**src/hdl/fetch_macros.svh**
```systemverilog
`ifndef FETCH_MACROS_SVH
`define FETCH_MACROS_SVH

// boot address of the fetch pc
`define FETCH_RESET_PC 32'h1eceb000

// instruction queue entries
`define FETCH_QUEUE_DEPTH 16

// cache lines, power of two
`define ICACHE_SETS 8

`endif

```
**src/hdl/fetch_pkg.sv**
```systemverilog
`default_nettype none

package fetch_pkg;

    `include "fetch_macros.svh"

    typedef logic [31:0]  addr_t;  // byte address
    typedef logic [31:0]  word_t;  // one instruction
    typedef logic [63:0]  beat_t;  // one burst beat
    typedef logic [255:0] line_t;  // eight words

    // what the queue carries per instruction
    typedef struct packed {
        addr_t pc;
        word_t inst;
    } fetch_entry_t;

    typedef enum logic [1:0] {
        idle,
        lookup,
        refill,
        respond
    } icache_state_t;

endpackage

`default_nettype wire

```
**src/hdl/cacheline_adapter.sv**
```systemverilog
`timescale 1ns/1ps
`default_nettype none

module cacheline_adapter (
    input  wire logic             clk,
    input  wire logic             rst,

    input  wire fetch_pkg::addr_t bmem_raddr_i,
    input  wire fetch_pkg::beat_t bmem_rdata_i,
    input  wire logic             bmem_rvalid_i,

    output fetch_pkg::line_t      line_o,
    output logic                  line_valid_o
);

    logic [1:0] beat_cnt_q;
    logic       last_beat;

    assign last_beat = bmem_rvalid_i && (beat_cnt_q == 2'd3);

    always_ff @(posedge clk) begin
        if (rst) begin
            beat_cnt_q   <= '0;
            line_valid_o <= 1'b0;
        end else begin
            line_valid_o <= last_beat;  // one cycle after beat four
            if (last_beat) begin
                beat_cnt_q <= '0;
            end else if (bmem_rvalid_i) begin
                beat_cnt_q <= beat_cnt_q + 2'd1;
            end
        end
    end

    // beats may come in any order, slot picked by address
    always_ff @(posedge clk) begin
        if (bmem_rvalid_i) begin
            line_o[{bmem_raddr_i[4:3], 6'd0} +: 64] <= bmem_rdata_i;
        end
    end

    // a burst is exactly four beats
    a_no_fifth_beat: assert property (
        @(posedge clk) disable iff (rst)
        last_beat |=> !bmem_rvalid_i
    );

endmodule

`default_nettype wire

```
**src/hdl/icache.sv**
```systemverilog
`timescale 1ns/1ps
`default_nettype none
`include "fetch_macros.svh"

module icache (
    input  wire logic             clk,
    input  wire logic             rst,

    // fetch side
    input  wire fetch_pkg::addr_t addr_i,
    input  wire logic             req_i,
    output fetch_pkg::word_t      rdata_o,
    output logic                  resp_o,

    // memory side
    input  wire logic             bmem_ready_i,
    input  wire fetch_pkg::line_t line_i,
    input  wire logic             line_valid_i,
    output fetch_pkg::addr_t      bmem_addr_o,
    output logic                  bmem_read_o
);

    localparam int idx_w = $clog2(`ICACHE_SETS);
    localparam int tag_w = 27 - idx_w;  // 5 offset bits below the index

    typedef logic [idx_w-1:0] idx_t;
    typedef logic [tag_w-1:0] tag_t;

    fetch_pkg::icache_state_t state_q;
    fetch_pkg::addr_t         addr_q;

    fetch_pkg::line_t         data_q [`ICACHE_SETS];
    tag_t                     tag_q  [`ICACHE_SETS];
    logic [`ICACHE_SETS-1:0]  valid_q;

    idx_t       idx;
    tag_t       tag;
    logic [2:0] word_sel;
    logic       hit;
    logic       accept;

    assign idx      = addr_q[5 +: idx_w];
    assign tag      = addr_q[31 -: tag_w];
    assign word_sel = addr_q[4:2];
    assign hit      = valid_q[idx] && (tag_q[idx] == tag);

    // a new request is taken when idle or while answering the last one
    assign accept = req_i && (state_q == fetch_pkg::idle || state_q == fetch_pkg::respond);

    assign resp_o      = (state_q == fetch_pkg::respond);
    assign rdata_o     = data_q[idx][{word_sel, 5'd0} +: 32];
    assign bmem_addr_o = {addr_q[31:5], 5'd0};  // line aligned
    assign bmem_read_o = (state_q == fetch_pkg::lookup) && !hit && bmem_ready_i;

    always_ff @(posedge clk) begin
        if (rst) begin
            state_q <= fetch_pkg::idle;
            valid_q <= '0;
        end else begin
            case (state_q)
                fetch_pkg::idle: begin
                    if (req_i) begin
                        state_q <= fetch_pkg::lookup;
                    end
                end
                fetch_pkg::lookup: begin
                    if (hit) begin
                        state_q <= fetch_pkg::respond;
                    end else if (bmem_ready_i) begin
                        state_q <= fetch_pkg::refill;  // read pulsed this cycle
                    end
                end
                fetch_pkg::refill: begin
                    // back to lookup, which now hits on the new line
                    if (line_valid_i) begin
                        valid_q[idx] <= 1'b1;
                        state_q      <= fetch_pkg::lookup;
                    end
                end
                fetch_pkg::respond: begin
                    state_q <= req_i ? fetch_pkg::lookup : fetch_pkg::idle;
                end
                default: state_q <= fetch_pkg::idle;
            endcase
        end
    end

    always_ff @(posedge clk) begin
        if (accept) begin
            addr_q <= addr_i;
        end
        if (state_q == fetch_pkg::refill && line_valid_i) begin
            data_q[idx] <= line_i;
            tag_q[idx]  <= tag;
        end
    end

    // the fetch unit keeps one request in flight
    a_req_when_free: assert property (
        @(posedge clk) disable iff (rst)
        req_i |-> (state_q == fetch_pkg::idle || state_q == fetch_pkg::respond)
    );

    // a line showing up outside refill would be dropped
    a_line_in_refill: assert property (
        @(posedge clk) disable iff (rst)
        line_valid_i |-> (state_q == fetch_pkg::refill)
    );

endmodule

`default_nettype wire

```
**src/hdl/fetch_queue.sv**
```systemverilog
`timescale 1ns/1ps
`default_nettype none

module fetch_queue #(
    parameter int DEPTH = 16
) (
    input  wire logic                    clk,
    input  wire logic                    rst,

    input  wire fetch_pkg::fetch_entry_t wdata_i,
    input  wire logic                    enqueue_i,
    input  wire logic                    dequeue_i,

    output fetch_pkg::fetch_entry_t      rdata_o,
    output logic                         full_o,
    output logic                         almost_full_o,
    output logic                         empty_o
);

    localparam int ptr_w = $clog2(DEPTH);
    localparam int cnt_w = $clog2(DEPTH + 1);

    fetch_pkg::fetch_entry_t mem [DEPTH];

    logic [ptr_w-1:0] rd_ptr_q;
    logic [ptr_w-1:0] wr_ptr_q;
    logic [cnt_w-1:0] count_q;
    logic             do_deq;

    assign do_deq = dequeue_i && !empty_o;  // pop on empty is dropped

    assign rdata_o       = mem[rd_ptr_q];
    assign empty_o       = (count_q == '0);
    assign full_o        = (count_q == cnt_w'(DEPTH));
    assign almost_full_o = (count_q >= cnt_w'(DEPTH - 1));

    always_ff @(posedge clk) begin
        if (rst) begin
            rd_ptr_q <= '0;
            wr_ptr_q <= '0;
            count_q  <= '0;
        end else begin
            if (enqueue_i) begin
                wr_ptr_q <= (wr_ptr_q == ptr_w'(DEPTH - 1)) ? '0 : wr_ptr_q + 1'b1;
            end
            if (do_deq) begin
                rd_ptr_q <= (rd_ptr_q == ptr_w'(DEPTH - 1)) ? '0 : rd_ptr_q + 1'b1;
            end
            // both in one cycle leaves the count alone
            if (enqueue_i && !do_deq) begin
                count_q <= count_q + 1'b1;
            end else if (do_deq && !enqueue_i) begin
                count_q <= count_q - 1'b1;
            end
        end
    end

    always_ff @(posedge clk) begin
        if (enqueue_i) begin
            mem[wr_ptr_q] <= wdata_i;
        end
    end

    // producer has to hold off before the queue fills
    a_no_overflow: assert property (
        @(posedge clk) disable iff (rst)
        enqueue_i |-> !full_o
    );

endmodule

`default_nettype wire

```
**src/hdl/fetch_unit.sv**
```systemverilog
`timescale 1ns/1ps
`default_nettype none
`include "fetch_macros.svh"

module fetch_unit (
    input  wire logic             clk,
    input  wire logic             rst,

    // burst memory
    input  wire logic             bmem_ready_i,
    input  wire fetch_pkg::addr_t bmem_raddr_i,
    input  wire fetch_pkg::beat_t bmem_rdata_i,
    input  wire logic             bmem_rvalid_i,
    output fetch_pkg::addr_t      bmem_addr_o,
    output logic                  bmem_read_o,

    // instruction queue head
    input  wire logic             dequeue_i,
    output fetch_pkg::fetch_entry_t entry_o,
    output logic                  entry_valid_o
);

    fetch_pkg::addr_t pc_q;
    fetch_pkg::addr_t req_pc_q;     // pc of the word in flight
    logic             outstanding_q;

    logic             issue;
    logic             cache_resp;
    fetch_pkg::word_t cache_rdata;

    fetch_pkg::line_t line;
    logic             line_valid;

    fetch_pkg::fetch_entry_t push_entry;
    logic             q_almost_full;
    logic             q_empty;

    // keep a slot free for the word already requested
    assign issue = (!outstanding_q || cache_resp) && !q_almost_full;

    assign push_entry.pc   = req_pc_q;
    assign push_entry.inst = cache_rdata;

    assign entry_valid_o = !q_empty;

    always_ff @(posedge clk) begin
        if (rst) begin
            pc_q          <= `FETCH_RESET_PC;
            outstanding_q <= 1'b0;
        end else if (issue) begin
            pc_q          <= pc_q + 32'd4;
            outstanding_q <= 1'b1;
        end else if (cache_resp) begin
            outstanding_q <= 1'b0;
        end
    end

    always_ff @(posedge clk) begin
        if (issue) begin
            req_pc_q <= pc_q;
        end
    end

    icache u_icache (
        .clk          (clk),
        .rst          (rst),
        .addr_i       (pc_q),
        .req_i        (issue),
        .rdata_o      (cache_rdata),
        .resp_o       (cache_resp),
        .bmem_ready_i (bmem_ready_i),
        .line_i       (line),
        .line_valid_i (line_valid),
        .bmem_addr_o  (bmem_addr_o),
        .bmem_read_o  (bmem_read_o)
    );

    cacheline_adapter u_cacheline_adapter (
        .clk           (clk),
        .rst           (rst),
        .bmem_raddr_i  (bmem_raddr_i),
        .bmem_rdata_i  (bmem_rdata_i),
        .bmem_rvalid_i (bmem_rvalid_i),
        .line_o        (line),
        .line_valid_o  (line_valid)
    );

    fetch_queue #(
        .DEPTH (`FETCH_QUEUE_DEPTH)
    ) u_fetch_queue (
        .clk           (clk),
        .rst           (rst),
        .wdata_i       (push_entry),
        .enqueue_i     (cache_resp),  // every response lands here
        .dequeue_i     (dequeue_i),
        .rdata_o       (entry_o),
        .full_o        (),
        .almost_full_o (q_almost_full),
        .empty_o       (q_empty)
    );

endmodule

`default_nettype wire

```
**config.mk**
```make
export PLATFORM = sky130hd
export DESIGN_NAME = fetch_unit
export DESIGN_NICKNAME = d
export VERILOG_FILES = /design/src/hdl/fetch_pkg.sv /design/src/hdl/cacheline_adapter.sv /design/src/hdl/icache.sv /design/src/hdl/fetch_queue.sv /design/src/hdl/fetch_unit.sv
export VERILOG_INCLUDE_DIRS = /design/src /design/src/hdl
export SDC_FILE = /design/constraint.sdc
export NUM_CORES = 2
export LEC_CHECK = 0
export BUFFER_PORTS_ARGS = -buffer_cell sky130_fd_sc_hd__buf_2
export CORE_AREA = 2 2 591 593
export CTS_BUF_LIST = sky130_fd_sc_hd__clkbuf_8
export CTS_CLUSTER_DIAMETER = 50
export DETAILED_ROUTE_END_ITERATION = 12
export DIE_AREA = 0 0 593 595
export PLACE_DENSITY = 0.52
export SYNTH_ARGS = -nofsm -noshare
export SYNTH_HDL_FRONTEND = slang
export SYNTH_HIERARCHICAL = 1
export SYNTH_SLANG_ARGS = --single-unit
```
**constraint.sdc**
```tcl
create_clock -name clk -period 30.2 [get_ports clk]
set_input_delay 6.04 -clock clk [delete_from_list [all_inputs] [get_ports clk]]
set_output_delay 6.04 -clock clk [all_outputs]
set_load 0.02 [all_outputs]
```
==> results.cfg <==
[sta]
fin_skew_ns = 0.0632
finalCriticalPeriod_ns = 12.60
slew_viol_final = 0
max_freq_ghz = 0.0794
post-route-period-util = 0.417
slew_headroom = 0.220
setup_tns_ns = 0
setup_violations = 0
hold_ws_ns = 0.475
hold_viol = 0
tightest_slew_ns = 1.17
grt_setup_unrepaired = false

[run]
maxCapViolCount = 0

[synth]
yosysWarnings = 6
synthesis.area_mm2 = 0.138
avgSynthCellArea_um2 = 23.7
synthCells = 5835

[place]
portBuffers = 163
placed_area_mm2 = 0.144
place_congestion = 0.722
hpwl_mm = 168

[global_route]
antenna_found_initial = 59
grt-ovfl-total = 0
grt.total_usage = 0.189
grt_max_degree = 145
grt_pass1_wl_mm = 478
first_global_vias = 67609

[critical_path]
r2r_cells = 7
ff2ff_setup_slack_ns = 23.88
critical_path_class = input pin to output port
arrival_ns = 6.56
endpoint = bmem_read_o
r2r_end = u_fetch_queue/mem[12][7]
crit_path_start_kind = input pin
cp.required_ns = 24.16
path_max_fanout = 4
end_kind = output port
worstSetupStartpoint = bmem_ready_i

[drt]
routedWlPerCell_um = 28.8
via_count = 62670
first_pass_iters = 6
drc = 0
viasPerCell = 5.44
ant_nets = 0
dr.first_iter.drc_count = 5247
drt-total-wl_mm = 332

[clock_network]
numClockSinks = 3644
cts_hold_buf = 0
post-cts-setup-buffers = 0
clkSlewWorstSetupHoldPaths_ns = 0.06
root_buffer = clkbuf_8
cts.path.max_buffers = 4
h-tree-depth = 6
cts_resized = 0
cts_buffers = 615
tritoncts = built
clk_latency_ns = 1.16

[power_and_ir_drop]
net-switching-power_mw = 3.62
power_frac_clock = 0.311
ir_drop_mv = 0.0723
combPwrFrac = 0.211
power_density_mw_per_mm2 = 81.8
pwr-share-seq = 0.478
swShare = 0.285
power.leakage_nw = 48.1
p_int_mw = 9.09

[layout]
fin_nets = 6568
drive_gt1_frac = 0.295
fill_cells = 29197
syn_to_final_growth_pct = 12.5
post-route-util = 0.447
design_area_mm2 = 0.155

[die]
die_height_um = 595
coreArea_mm2 = 0.347
die-area_mm2 = 0.353
die_w_um = 593
initial_core_util = 0.398
rows = 217
ios = 199

[hold_path]
hold_path_depth = 2
holdCritPathClass = flip-flop to flip-flop

[run_status]
status = complete, no violations
[sequential cells by signal, summed over array words and instances, names as in the netlist, named ones only]
| signal | flops |
|---|---|
| u_icache/valid_q | 8 |
| u_icache/addr_q | 30 |
| u_fetch_queue/rd_ptr_q | 4 |
| u_cacheline_adapter/line_o | 256 |
| u_fetch_queue/wr_ptr_q | 4 |
| u_cacheline_adapter/beat_cnt_q | 2 |
| u_icache/state_q | 2 |
| u_icache/data_q | 2048 |
| pc_q | 30 |
| u_icache/tag_q | 192 |
| u_fetch_queue/count_q | 5 |
| outstanding_q | 1 |
| req_pc_q | 30 |
| u_cacheline_adapter/line_valid_o | 1 |
| u_fetch_queue/mem | 1024 |
[area by class of cell]
type	count	area, um2	area share
Sequential cell	3644	109000	0.700
Multi-Input combinational cell	1880	27800	0.179
Clock buffer	635	8740	0.0563
Tap cell	4599	5750	0.0370
Clock inverter	449	2230	0.0144
Timing Repair Buffer	292	1930	0.0125
Inverter	13	48.8	0.000314
Antenna cell	17	42.5	0.000274
[worst min path at each step]
stage | start | end | slack [ns]
floorplan | u_icache/valid_q[4] | u_icache/valid_q[4] | 0.43
global placement | u_icache/valid_q[5] | u_icache/valid_q[5] | 0.45
detailed placement | u_icache/valid_q[0] | u_icache/valid_q[0] | 0.46
CTS | u_cacheline_adapter/beat_cnt_q[1] | u_cacheline_adapter/beat_cnt_q[1] | 0.47
global route | u_cacheline_adapter/beat_cnt_q[1] | u_cacheline_adapter/beat_cnt_q[1] | 0.49
finish | u_icache/valid_q[0] | u_icache/valid_q[0] | 0.48
[critical path, cell delays in order]
cell and delay [ns]:
buf_2 0.11, and3_1 0.15, buf_2 0.25
[power groups by stage]
| stage | clock network, mW | registers (mW) | logic, mW |
|---|---|---|---|
| 2_1_floorplan | 0 | 6.08 | 1.91 |
| 3_3_place_gp | 0 | 6.17 | 2.72 |
| 3_5_place_dp | 0 | 6.18 | 2.75 |
| 4_1_cts | 4.09 | 6.08 | 2.75 |
| 5_1_grt | 4.31 | 6.09 | 2.88 |
| 6_report | 3.95 | 6.07 | 2.69 |
[metrics by stage]
| stage | cells | power [mW] | setup WS [ns] |
|---|---|---|---|
| floorplan | 5870 | 7.99 | 9.32 |
| global placement | 10428 | 8.90 | 17.59 |
| detailed placement | 10428 | 8.93 | 17.60 |
| CTS | 11512 | 12.9 | 17.59 |
| global route | 11513 | 13.3 | 17.57 |
| finish | 11529 | 12.7 | 17.60 |
[per-layer routing]
metal | vias up | track usage | wire, um
li1 | 26088 | - | -
met1 | 34151 | 0.261 | 144000
met2 | 1853 | 0.303 | 160000
met3 | 538 | 0.0417 | 21700
met4 | 40 | 0.0494 | 6990
met5 | - | 0 | 243
[cell usage in the layout (no fill, tap or decap), drive strengths merged, types with 6 or more instances in the layout]
cell,count
edfxtp,3580
mux4,954
clkbuf,635
buf,292
inv,268
clkinv,180
and2,152
a22oi,140
and3,136
nand2,99
nor2,68
dfxtp,64
mux2i,58
xor2,40
conb,37
nand3,22
ha,20
diode,17
a21oi,17
nand2b,14
mux2,14
o21ai,14
nand4,13
clkinvlp,9
xnor2,8
nor2b,7
nor4,7
nor3,6
Power figures use the tool's default switching activity.
